--- config.mk ---
export PLATFORM = sky130hd
export DESIGN_NAME = fetch_top
export DESIGN_NICKNAME = d
export VERILOG_FILES = /design/src/logic/fetch_pkg.sv /design/src/logic/fetch_unit.sv /design/src/logic/inst_cache.sv /design/src/logic/load_port.sv /design/src/logic/mem_arbiter.sv /design/src/logic/fetch_top.sv
export SDC_FILE = /design/constraint.sdc
export NUM_CORES = 2
export LEC_CHECK = 0
export BUFFER_PORTS_ARGS = -buffer_cell sky130_fd_sc_hd__buf_2
export CAP_MARGIN = 10
export CORE_AREA = 2 2 524 526
export DETAILED_ROUTE_END_ITERATION = 7
export DIE_AREA = 0 0 526 528
export HOLD_SLACK_MARGIN = 0.15
export PLACE_DENSITY = 0.52
export SYNTH_ARGS = -nofsm -noshare
export SYNTH_HDL_FRONTEND = slang
export SYNTH_SLANG_ARGS = --single-unit
--- constraint.sdc ---
create_clock -name clk -period 20.3 [get_ports clk]
set_input_delay 0 -clock clk [delete_from_list [all_inputs] [get_ports clk]]
set_output_delay 0 -clock clk [all_outputs]
set_load 0.03 [all_outputs]
--- src/logic/fetch_pkg.sv ---
package fetch_pkg;

	// ******************************************************************
	// widths and reset
	// ******************************************************************
	localparam int xlen = 64;
	localparam int ilen = 32;
	// first fetch address out of reset
	localparam logic [xlen-1:0] reset_vector = 64'h8000_0000;

	// icache geometry, one 64-bit word per line
	localparam int icache_lines = 16;
	localparam int icache_index_bits = $clog2(icache_lines);
	// what is left above index and byte offset
	localparam int icache_tag_bits = xlen - icache_index_bits - 3;

	// refill sequencer states
	localparam logic [1:0] cache_idle = 2'd0;
	localparam logic [1:0] cache_refill = 2'd1;
	localparam logic [1:0] cache_respond = 2'd2;

	// ******************************************************************
	// decode bits the predictor looks at
	// ******************************************************************
	localparam logic [6:0] opcode_jal = 7'b1101111;
	localparam logic [6:0] opcode_branch = 7'b1100011;
	// legal branch funct3 codes
	localparam logic [2:0] f3_beq = 3'b000;
	localparam logic [2:0] f3_bne = 3'b001;
	localparam logic [2:0] f3_blt = 3'b100;
	localparam logic [2:0] f3_bge = 3'b101;
	localparam logic [2:0] f3_bltu = 3'b110;
	localparam logic [2:0] f3_bgeu = 3'b111;

	// owner of the shared memory
	typedef enum logic {
		src_cache = 1'b0,
		src_load = 1'b1
	} mem_req_src;

	// one instruction word, seen as B-type or J-type
	typedef union packed {
		struct packed {
			logic       sign;
			logic [5:0] imm10_5;
			logic [4:0] rs2;
			logic [4:0] rs1;
			logic [2:0] funct3;
			logic [3:0] imm4_1;
			logic       imm11;
			logic [6:0] opcode;
		} b_view;
		struct packed {
			logic       sign;
			logic [9:0] imm10_1;
			logic       imm11;
			logic [7:0] imm19_12;
			logic [4:0] rd;
			logic [6:0] opcode;
		} j_view;
	} inst_word_u;

endpackage

--- src/logic/fetch_unit.sv ---
`timescale 1ns/10ps

module fetch_unit
	import fetch_pkg::*;
(
	input  logic            clk,
	input  logic            rst,
	input  logic            redirect,
	input  logic [xlen-1:0] redirect_pc,
	input  logic            id_ready,
	output logic            if_valid,
	output logic [ilen-1:0] if_inst,
	output logic [xlen-1:0] if_pc,
	output logic            fetch_req,
	output logic [xlen-1:0] fetch_addr,
	input  logic            fetch_ready,
	output logic            fetch_flush,
	input  logic            inst_valid,
	input  logic [ilen-1:0] inst
);

	// address of the next request
	logic [xlen-1:0] pc;
	// pc and stale mark of the request in flight
	logic [xlen-1:0] fl_pc;
	logic            fl_stale;
	// one spare entry behind the output stage
	logic            sk_valid;
	logic [ilen-1:0] sk_inst;
	logic [xlen-1:0] sk_pc;

	inst_word_u      iw;
	logic            is_jal;
	logic            is_branch;
	logic            res_ok;
	logic            take;
	logic            stage_free;
	logic            accept;
	logic [xlen-1:0] imm_b;
	logic [xlen-1:0] imm_j;
	logic [xlen-1:0] target;

	// ******************************************************************
	// static prediction on the returned word
	// ******************************************************************
	assign iw = inst;
	assign is_jal = (iw.j_view.opcode == opcode_jal);
	assign is_branch = (iw.b_view.opcode == opcode_branch) &&
		(iw.b_view.funct3 inside {f3_beq, f3_bne, f3_blt, f3_bge, f3_bltu, f3_bgeu});

	// B immediate, 13 bits sign extended
	assign imm_b = {{(xlen-13){iw.b_view.sign}}, iw.b_view.sign, iw.b_view.imm11,
		iw.b_view.imm10_5, iw.b_view.imm4_1, 1'b0};
	// J immediate, 21 bits sign extended
	assign imm_j = {{(xlen-21){iw.j_view.sign}}, iw.j_view.sign, iw.j_view.imm19_12,
		iw.j_view.imm11, iw.j_view.imm10_1, 1'b0};

	// a result counts only if not stale and not flushed this cycle
	assign res_ok = inst_valid && !fl_stale && !redirect;
	// jal always, branch only when backward
	assign take = res_ok && (is_jal || (is_branch && iw.b_view.sign));
	assign target = fl_pc + (is_jal ? imm_j : imm_b);

	// ******************************************************************
	// request side
	// ******************************************************************
	assign stage_free = !if_valid || id_ready;
	// stop asking once the stage is stuck or the spare is used
	assign fetch_req = !redirect && !sk_valid && stage_free;
	assign fetch_addr = pc;
	assign fetch_flush = redirect;
	assign accept = fetch_req && fetch_ready;

	always_ff @(posedge clk) begin
		if (rst) begin
			pc <= reset_vector;
			fl_stale <= 1'b0;
			if_valid <= 1'b0;
			sk_valid <= 1'b0;
		end else begin
			// redirect beats prediction beats fall-through
			if (redirect)
				pc <= redirect_pc;
			else if (take)
				pc <= target;
			else if (accept)
				pc <= pc + xlen'(4);
			// request issued alongside a taken prediction is dead
			if (accept)
				fl_stale <= take;
			// output stage and spare
			if (redirect) begin
				if_valid <= 1'b0;
				sk_valid <= 1'b0;
			end else if (stage_free) begin
				if (sk_valid) begin
					if_valid <= 1'b1;
					sk_valid <= 1'b0;
				end else begin
					if_valid <= res_ok;
				end
			end else if (res_ok) begin
				sk_valid <= 1'b1;
			end
		end
	end

	// payload
	always_ff @(posedge clk) begin
		if (accept)
			fl_pc <= pc;
		if (stage_free) begin
			if (sk_valid) begin
				if_inst <= sk_inst;
				if_pc <= sk_pc;
			end else if (res_ok) begin
				if_inst <= inst;
				if_pc <= fl_pc;
			end
		end else if (res_ok) begin
			// stage held by decode, park the word
			sk_inst <= inst;
			sk_pc <= fl_pc;
		end
	end

endmodule

--- src/logic/inst_cache.sv ---
`timescale 1ns/10ps

module inst_cache
	import fetch_pkg::*;
(
	input  logic            clk,
	input  logic            rst,
	input  logic            fetch_req,
	input  logic [xlen-1:0] fetch_addr,
	output logic            fetch_ready,
	input  logic            fetch_flush,
	output logic            inst_valid,
	output logic [ilen-1:0] inst,
	output logic            refill_req,
	output logic [xlen-1:0] refill_addr,
	input  logic            refill_ack,
	input  logic [xlen-1:0] refill_data
);

	// ******************************************************************
	// storage
	// ******************************************************************
	logic [icache_tag_bits-1:0] tag_mem [icache_lines];
	logic [xlen-1:0]            data_mem [icache_lines];
	logic [icache_lines-1:0]    line_valid;

	logic [1:0]                   state;
	// set when the pending miss result must not come back
	logic                         drop;
	logic [xlen-1:0]              req_addr;
	logic [icache_index_bits-1:0] idx;
	logic [icache_index_bits-1:0] req_idx;
	logic                         accept;
	logic                         hit;
	logic [xlen-1:0]              rd_word;
	logic                         rd_half;

	// index sits right above the byte offset
	assign idx = fetch_addr[3 +: icache_index_bits];
	assign req_idx = req_addr[3 +: icache_index_bits];

	assign fetch_ready = (state == cache_idle);
	assign accept = fetch_req && fetch_ready && !fetch_flush;
	assign hit = line_valid[idx] &&
		(tag_mem[idx] == fetch_addr[xlen-1 -: icache_tag_bits]);

	// memory side, aligned word address
	assign refill_req = (state == cache_refill);
	assign refill_addr = {req_addr[xlen-1:3], 3'b000};

	// word to answer from, hit path or refilled line
	assign rd_word = (state == cache_respond) ? data_mem[req_idx] : data_mem[idx];
	assign rd_half = (state == cache_respond) ? req_addr[2] : fetch_addr[2];

	// ******************************************************************
	// hit path and refill sequencer
	// ******************************************************************
	always_ff @(posedge clk) begin
		if (rst) begin
			state <= cache_idle;
			line_valid <= '0;
			inst_valid <= 1'b0;
			drop <= 1'b0;
		end else begin
			inst_valid <= 1'b0;
			case (state)
				cache_idle: begin
					if (accept && hit) begin
						inst_valid <= 1'b1;
					end else if (accept) begin
						state <= cache_refill;
						drop <= 1'b0;
					end
				end
				cache_refill: begin
					if (refill_ack) begin
						state <= cache_respond;
						line_valid[req_idx] <= 1'b1;
					end
				end
				cache_respond: begin
					state <= cache_idle;
					// line stays filled even if the answer is dropped
					inst_valid <= !(drop || fetch_flush);
				end
				default: begin
					state <= cache_idle;
				end
			endcase
			if (fetch_flush)
				drop <= 1'b1;
		end
	end

	// arrays and result word
	always_ff @(posedge clk) begin
		if (accept)
			req_addr <= fetch_addr;
		if (state == cache_refill && refill_ack) begin
			tag_mem[req_idx] <= req_addr[xlen-1 -: icache_tag_bits];
			data_mem[req_idx] <= refill_data;
		end
		// address bit 2 picks the half
		if ((accept && hit) || state == cache_respond)
			inst <= rd_half ? rd_word[63:32] : rd_word[31:0];
	end

endmodule

--- src/logic/load_port.sv ---
`timescale 1ns/10ps

module load_port
	import fetch_pkg::*;
(
	input  logic            clk,
	input  logic            rst,
	input  logic            load_req,
	input  logic [xlen-1:0] load_addr,
	output logic            load_busy,
	output logic            load_done,
	output logic [xlen-1:0] load_data,
	output logic            rd_req,
	output logic [xlen-1:0] rd_addr,
	input  logic            rd_ack,
	input  logic [xlen-1:0] rd_data
);

	// address of the read in progress
	logic [xlen-1:0] addr_q;

	// request level held for the whole read
	assign rd_req = load_busy;
	assign rd_addr = {addr_q[xlen-1:3], 3'b000};

	always_ff @(posedge clk) begin
		if (rst) begin
			load_busy <= 1'b0;
			load_done <= 1'b0;
		end else begin
			load_done <= 1'b0;
			if (!load_busy && load_req) begin
				load_busy <= 1'b1;
			end else if (load_busy && rd_ack) begin
				load_busy <= 1'b0;
				load_done <= 1'b1;
			end
		end
	end

	// payload
	always_ff @(posedge clk) begin
		if (!load_busy && load_req)
			addr_q <= load_addr;
		if (load_busy && rd_ack)
			load_data <= rd_data;
	end

endmodule

--- src/logic/mem_arbiter.sv ---
`timescale 1ns/10ps

module mem_arbiter
	import fetch_pkg::*;
(
	input  logic            clk,
	input  logic            rst,
	input  logic            refill_req,
	input  logic [xlen-1:0] refill_addr,
	output logic            refill_ack,
	output logic [xlen-1:0] refill_data,
	input  logic            rd_req,
	input  logic [xlen-1:0] rd_addr,
	output logic            rd_ack,
	output logic [xlen-1:0] rd_data,
	output logic            mem_req,
	output logic [xlen-1:0] mem_addr,
	input  logic            mem_ack,
	input  logic [xlen-1:0] mem_rdata
);

	// owner while a request is open
	mem_req_src grant;
	logic       busy;
	// owner this cycle
	mem_req_src sel;

	// locked grant, else cache first
	always_comb begin
		if (busy)
			sel = grant;
		else if (refill_req)
			sel = src_cache;
		else
			sel = src_load;
	end

	assign mem_req = (sel == src_cache) ? refill_req : rd_req;
	assign mem_addr = (sel == src_cache) ? refill_addr : rd_addr;

	// ack goes only to the owner
	assign refill_ack = mem_ack && (sel == src_cache);
	assign rd_ack = mem_ack && (sel == src_load);
	assign refill_data = mem_rdata;
	assign rd_data = mem_rdata;

	always_ff @(posedge clk) begin
		if (rst) begin
			busy <= 1'b0;
			grant <= src_cache;
		end else begin
			// open from acceptance until the ack
			busy <= mem_req && !mem_ack;
			grant <= sel;
		end
	end

endmodule

--- src/logic/fetch_top.sv ---
`timescale 1ns/10ps

module fetch_top
	import fetch_pkg::*;
(
	input  logic            clk,
	input  logic            rst,
	// decode and redirect
	input  logic            redirect,
	input  logic [xlen-1:0] redirect_pc,
	input  logic            id_ready,
	output logic            if_valid,
	output logic [ilen-1:0] if_inst,
	output logic [xlen-1:0] if_pc,
	// uncached loads
	input  logic            load_req,
	input  logic [xlen-1:0] load_addr,
	output logic            load_busy,
	output logic            load_done,
	output logic [xlen-1:0] load_data,
	// shared memory
	output logic            mem_req,
	output logic [xlen-1:0] mem_addr,
	input  logic            mem_ack,
	input  logic [xlen-1:0] mem_rdata
);

	// fetch unit to cache
	logic            fetch_req;
	logic [xlen-1:0] fetch_addr;
	logic            fetch_ready;
	logic            fetch_flush;
	logic            inst_valid;
	logic [ilen-1:0] inst;
	// requesters to arbiter
	logic            refill_req;
	logic [xlen-1:0] refill_addr;
	logic            refill_ack;
	logic [xlen-1:0] refill_data;
	logic            rd_req;
	logic [xlen-1:0] rd_addr;
	logic            rd_ack;
	logic [xlen-1:0] rd_data;

	// ******************************************************************
	// port names match the nets above
	// ******************************************************************
	fetch_unit fetch_unit_i (.*);
	inst_cache inst_cache_i (.*);
	load_port load_port_i (.*);
	mem_arbiter mem_arbiter_i (.*);

endmodule

== After elaboration in Yosys (flattened, before gate mapping) ==
Memory sizes are Yosys's and may differ from the RTL's. A register that Yosys moved wholly into a read port is not among the register bits.
Index checks and enable logic that the tools add are counted.

* Bits in registers: 571
* Memory bits (writable): 1,936
* Bits of input ports: 198
* Output and inout bits: 228
* Logic and storage cells: 130
* Memories kept: 2

* $add $sub $neg: 2
* $lt $le $gt $ge: 3
* Equal/unequal tests: 14
* Muxes and demuxes: 40
* Bitwise logic cells: 3
* Reduce and logical (&&, ||, !) cells: 45

{| class="wikitable"
|+ Memories
! name !! depth !! width !! read ports !! clocked after memory_dff !! write ports !! line !! text
|-
| inst_cache_i.data_mem || 16 || 64 || 2 || 2 || 1 || inst_cache.sv:24 || <nowiki>logic [xlen-1:0] data_mem [icache_lines];</nowiki>
|-
| inst_cache_i.tag_mem || 16 || 57 || 1 || 1 || 1 || inst_cache.sv:23 || <nowiki>logic [icache_tag_bits-1:0] tag_mem [icache_lines];</nowiki>
|}

{| class="wikitable"
|+ Operator list
! operator !! count
|-
| two-way mux 64 bit || 7
|-
| two-way mux 32 bit || 3
|-
| adder 64 x 3 -> 64 bit, second input constant || 1
|-
| adder 64 bit || 1
|-
| == test 57 bit || 1
|-
| two-way mux 20 bit || 1
|-
| two-way mux 4 bit || 5
|-
| logical AND 1 bit || 18
|-
| two-way mux 1 bit || 17
|-
| bitwise OR 16 bit || 1
|-
| == test 7 bit, second input constant || 2
|-
| == test 3 bit, second input constant || 4
|-
| less-than comparator 4 x 5 -> 1 bit, second input constant || 2
|-
| inequality test 2 bit, second input constant || 4
|-
| nonzero test 2 bit || 4
|-
| logical NOT 1 bit || 7
|-
| two-way mux 2 bit || 3
|-
| AND reduction 2 bit || 3
|-
| AND reduction 3 bit || 2
|-
| nonzero test 6 bit || 1
|-
| binary-select mux 1 bit (select 4 bit) || 1
|-
| demux 1 bit (select 4 bit) || 1
|-
| greater-or-equal comparator 4 x 1 -> 1 bit, second input constant || 1
|-
| logical OR 1 bit || 4
|-
| other kinds (11) || 13
|}

== Depth between registers and ports, before layout ==
* Word-level depth: 10
* Depth in mapped cells: 17
* Gate-level depth less buffers: 15

== By module ==
From an unflattened synthesis, not the netlist that was laid out.

* Cell total of the unflattened synthesis: 5,905
* Area, all modules: 110,131.9 um^2

{| class="wikitable"
|+ Modules (own cells, without submodules)
! module !! instances !! cells each !! area an instance (um^2)
|-
| inst_cache || 1 || 4,016 || 87,266.2
|-
| fetch_unit || 1 || 1,540 || 17,035.1
|-
| load_port || 1 || 137 || 3,872.5
|-
| mem_arbiter || 1 || 212 || 1,958.1
|}

== Worst setup path before layout ==
OpenSTA, ideal clock, no wires.

* Kind: reg2reg
* Start point: reg inst_cache_i.state[1]
* End point: mem inst_cache_i.data_mem[0][0], enable pin
* Arrival time: 9.450 ns
* Data required time: 19.548 ns
* Path slack: 10.098 ns
* Cell stages (with the launch flop): 6
* Path buffers: 0
* Period minus slack after synthesis: 10.202 ns
* Cell sequence: dfxtp_1 > nand2b_1 > o21ai_0 > nand3_1 > or3_1 > nor3_1

* Cells in the longest elaborated chain, start to end: 8

{| class="wikitable"
|+ Ends and longest elaborated chain
! element !! line !! text
|-
| start: declaration || inst_cache.sv:27 || <nowiki>logic [1:0] state;</nowiki>
|-
| start signal: assignment || inst_cache.sv:60 || <nowiki>state <= cache_idle;</nowiki>
|-
| start signal: assignment || inst_cache.sv:71 || <nowiki>state <= cache_refill;</nowiki>
|-
| start signal: assignment || inst_cache.sv:77 || <nowiki>state <= cache_respond;</nowiki>
|-
| == test 2 x 1 -> 1 bit (*) || inst_cache.sv:48, inst_cache.sv:99 ||
|-
| two-way mux 1 bit || mem_arbiter.sv:32 || <nowiki>else if (refill_req)</nowiki>
|-
| two-way mux 1 bit || mem_arbiter.sv:30 || <nowiki>if (busy)</nowiki>
|-
| inverter 1 bit || - ||
|-
| logical AND 1 bit || mem_arbiter.sv:42 || <nowiki>assign refill_ack = mem_ack && (sel == src_cache);</nowiki>
|-
| logical AND 1 bit (*) || inst_cache.sv:99 || <nowiki>if (state == cache_refill && refill_ack) begin</nowiki>
|-
| two-way mux 1 bit (*) || inst_cache.sv:99 ||
|-
| two-way mux 1 bit (implied by the code) (*) || inst_cache.sv:101 || <nowiki>data_mem[req_idx] <= refill_data;</nowiki>
|-
| end: declaration || inst_cache.sv:24 ||
|}

Every way passes the cells marked *; elsewhere a longest branch is shown, timed or not.

==> summary.txt <==
GRT
  – Total Routing Usage GR: 0.241
  – Number of global-route vias before repair: 62.8k
  – Largest net degree at the start of global routing: 105
  – Grt ovf: 0
  – First-pass GRT wire length: 476 mm
  – Initial antenna violation count: 18

Setup path
  – CP max stage cell: nand2b_2
  – CP delay by family, top: simple AND/OR/NAND/NOR gates
  – Crit start category: register
  – Critical Path Sink Type: register
  – CP max FO: 38
  – Setup Crit Path Kind: reg2reg
  – Worst Path Buf+Inv: 2
  – Worst-path cell chain: buf_4, buf_4, mux4_2, mux4_2, xnor2_2, nand2_8, or4_1, nor4_1, nand4_1, nand2b_2
  – Critical path required time: 20780 ps
  – Critical path's largest stage delay: 1060 ps
  – Crit path DAT: 7450 ps

Finish
  – Share of cells above drive strength 1: 0.303
  – Most common library cell in the layout ignoring fill and taps: edfxtp_1
  – Layout area overhead: 18.3%
  – Nets: 6794
  – Layout Cells excl Fill: 10.3k
  – Fillers: 23.1k
  – Leading cell types in the layout, fill and taps excluded: edfxtp_1, mux4_2, buf_2
  – Register Area: 74400 sq um
  – Area of the multi-input gates: 32400 sq um

Place
  – PortBufs: 419
  – Detail Placement HPWL: 199 mm
  – Placed Cells: 9416
  – GPL Wtd Cong: 0.901

Power
  – Combinational share of power: 0.127
  – Sw Share: 0.251
  – Clock Power Share: 0.401
  – PD cells: 98.1 nW/um^2
  – LEAKAGE: 41.2 nW
  – Peak supply drop: 0.0000673 V
  – Int Power: 9.43 mW
  – Sequential power share: 0.472
  – Net Sw Power: 3.15 mW

Timing
  – Setup violations, final: 0
  – RSZ-0062 raised after global routing: false
  – Fmax: 143 MHz
  – Final Hold Violating Endpoints: 0
  – Tmin final: 6970 ps
  – Setup Skew: 46.0 ps
  – Max Slew Vio Count: 0
  – Slew @ Worst Pin: 1210 ps
  – Fin Setup TNS: 0 ps
  – Max_slew headroom: 0.195
  – Period utilisation layout: 0.343

CTS
  – CTS H-tree lvls: 5
  – CTS buffer count: 288
  – Clock latency on the worst-skew pair: 900 ps
  – CTS sink count: 2510
  – Post-CTS sizing: 0
  – Root Driver: clkbuf_16
  – Longest Clk Path Bufs: 4
  – Post-CTS setup buffers: 0
  – CTS tree: done
  – Clock Pin Slew Worst Setup and Hold Paths: 60 ps

Hold path
  – Worst Hold Class: in2reg

Floorplanning
  – Die Y: 528 um
  – # IOs: 426
  – Core Footprint: 272000 sq um
  – Die area: 278000 sq um
  – DIE WIDTH: 526 um
  – Initial Util: 0.398
  – # rows: 192

Logic synthesis
  – Number of synthesized register bits: 2510
  – Post-Syn Area per Cell: 19.4 sq um
  – Ys async rst share: 0
  – Synth warn: 0
  – Cells after synthesis: 5601
  – EDFF count, synth: 2411
  – Seq/Total Area, Yosys: 0.686
  – Synthesized area: 108000 sq um
  – Ys flop type: edfxtp_1
  – Library cells used by synthesis: 93

Flow run
  – Max_cap viols: 0

Drt
  – Pre-antenna DRT Iters: 6
  – Final ANT Viol Nets: 0
  – Vias per std cell: 5.90
  – Wire length per cell: 32.8 um
  – 1st-iter DRT viols: 5780
  – Final WL: 339 mm
  – DRC viols: 0
  – Via count: 61.0k

Status
  – Status: complete, no violations
[cell usage after synthesis (16+ instances only)]
cell / number / share of area
edfxtp_1: 2411 / 0.67
mux4_2: 854 / 0.18
clkbuf_1: 207 / 0.0072
nand2_1: 202 / 0.0070
nor2_1: 194 / 0.0067
mux2_2: 169 / 0.018
a21oi_1: 132 / 0.0061
mux2i_1: 111 / 0.010
dfxtp_1: 99 / 0.018
a211oi_1: 98 / 0.0068
xnor2_1: 95 / 0.0077
o21ai_0: 85 / 0.0039
buf_1: 73 / 0.0025
xor2_1: 64 / 0.0052
ha_1: 63 / 0.0073
nand3_1: 60 / 0.0028
inv_1: 53 / 0.0018
nor3_1: 53 / 0.0024
nand4_1: 49 / 0.0028
a31oi_1: 48 / 0.0028
and2_1: 40 / 0.0023
buf_2: 39 / 0.0018
a21o_1: 30 / 0.0021
and3_1: 21 / 0.0012
a22oi_1: 20 / 0.0014
nor2b_1: 20 / 0.0012
o211ai_1: 20 / 0.0014
a221oi_1: 19 / 0.0015
buf_4: 19 / 0.0013
nor4_1: 17 / 0.00098
o22ai_1: 16 / 0.00092
[power groups by stage]
stage	clock (mW)	sequential (mW)	combinational, mW
floorplan	0	5.96	1.04
global placement	0	6.04	1.55
detailed placement	0	6.05	1.55
CTS	5.17	5.94	1.62
global route	5.37	5.95	1.69
finish	5.05	5.94	1.60
[logic make-up after synthesis]
family | Yosys count | synth area share
xor gates and xnor gates | 161 | 0.0131
adders and majority gates | 64 | 0.00746
AOI/OAI and AO/OA | 576 | 0.0355
muxes | 1144 | 0.208
DFF | 2510 | 0.686
other | 1 | 0.0000346
buffers and inverters | 409 | 0.0166
and+or+nand+nor | 736 | 0.0335
[final timing paths]
| path | from | endpoint | slack (ps) | depth (start not counted) |
|---|---|---|---|---|
| min reg2reg | fetch_unit_i.fetch_addr[1]$_SDFFE_PP0P_ | fetch_unit_i.fl_pc[1]$_DFFE_PP_ | 430 | 0 |
| max reg2reg | register | inst_cache_i.inst[20]$_DFFE_PP_ | 13330 | 10 |
| max | register | inst_cache_i.inst[20]$_DFFE_PP_ | 13330 | 10 |
| min | redirect_pc[27] | fetch_unit_i.fetch_addr[27]$_SDFFE_PP0N_ | 270 | 5 |
[cell type report]
cell class / count / area share
multi-input cells: 2684 / 0.253
repair buffers: 993 / 0.0595
clock inverters: 143 / 0.0103
flip-flops and latches: 2510 / 0.580
inverters: 55 / 0.00169
well taps: 3589 / 0.0350
diodes: 6 / 0.000117
clock buffers: 363 / 0.0602
[what timing repair did]
action | 4_1_cts | 5_1_grt
endpoints found under the hold margin | 1414 | 0
setup endpoints to repair | 0 | 0
hold buffers | 415 | 0
[registers in the layout, indices dropped and copies added, names as in the netlist, 2 cells and up, named ones only]
signal	count
fetch_unit_i.if_inst	32
inst_cache_i.tag_mem	912
inst_cache_i.data_mem	1024
inst_cache_i.state	2
fetch_unit_i.fetch_addr	64
inst_cache_i.inst	32
fetch_unit_i.sk_pc	64
load_port_i.load_data	64
inst_cache_i.line_valid	16
load_port_i.addr_q	61
fetch_unit_i.if_pc	64
fetch_unit_i.fl_pc	64
fetch_unit_i.sk_inst	32
inst_cache_i.req_addr	62
[layer usage]
layer / part of all wire / up-vias / global-route usage
met4: 0.031 / 2 / 0.0722
li1: - / 25379 / -
met3: 0.056 / 416 / 0.0320
met5: 0.000032 / - / 0
met1: 0.41 / 33088 / 0.317
met2: 0.51 / 2143 / 0.417
[worst min-delay path, cell delays in order]
cell and delay [ps]:
dlygate4sd3_1 540, buf_2 180, nor2_1 110, nor3_1 70, a32o_1 200
[metrics by stage]
stage | util | cell area [sq um] | worst slack [ps] | hold WS [ps] | total power [mW]
2_1_floorplan | - | 108000 | 10100 | 75.8 | 7.00
3_3_place_gp | 0.422 | 115000 | 13300 | 176 | 7.59
3_5_place_dp | 0.422 | 115000 | 13240 | 178 | 7.60
4_1_cts | 0.471 | 128000 | 13190 | 159 | 12.7
5_1_grt | 0.471 | 128000 | 12960 | 242 | 13.0
6_report | 0.471 | 128000 | 13330 | 272 | 12.6
Power figures use the tool's default switching activity.
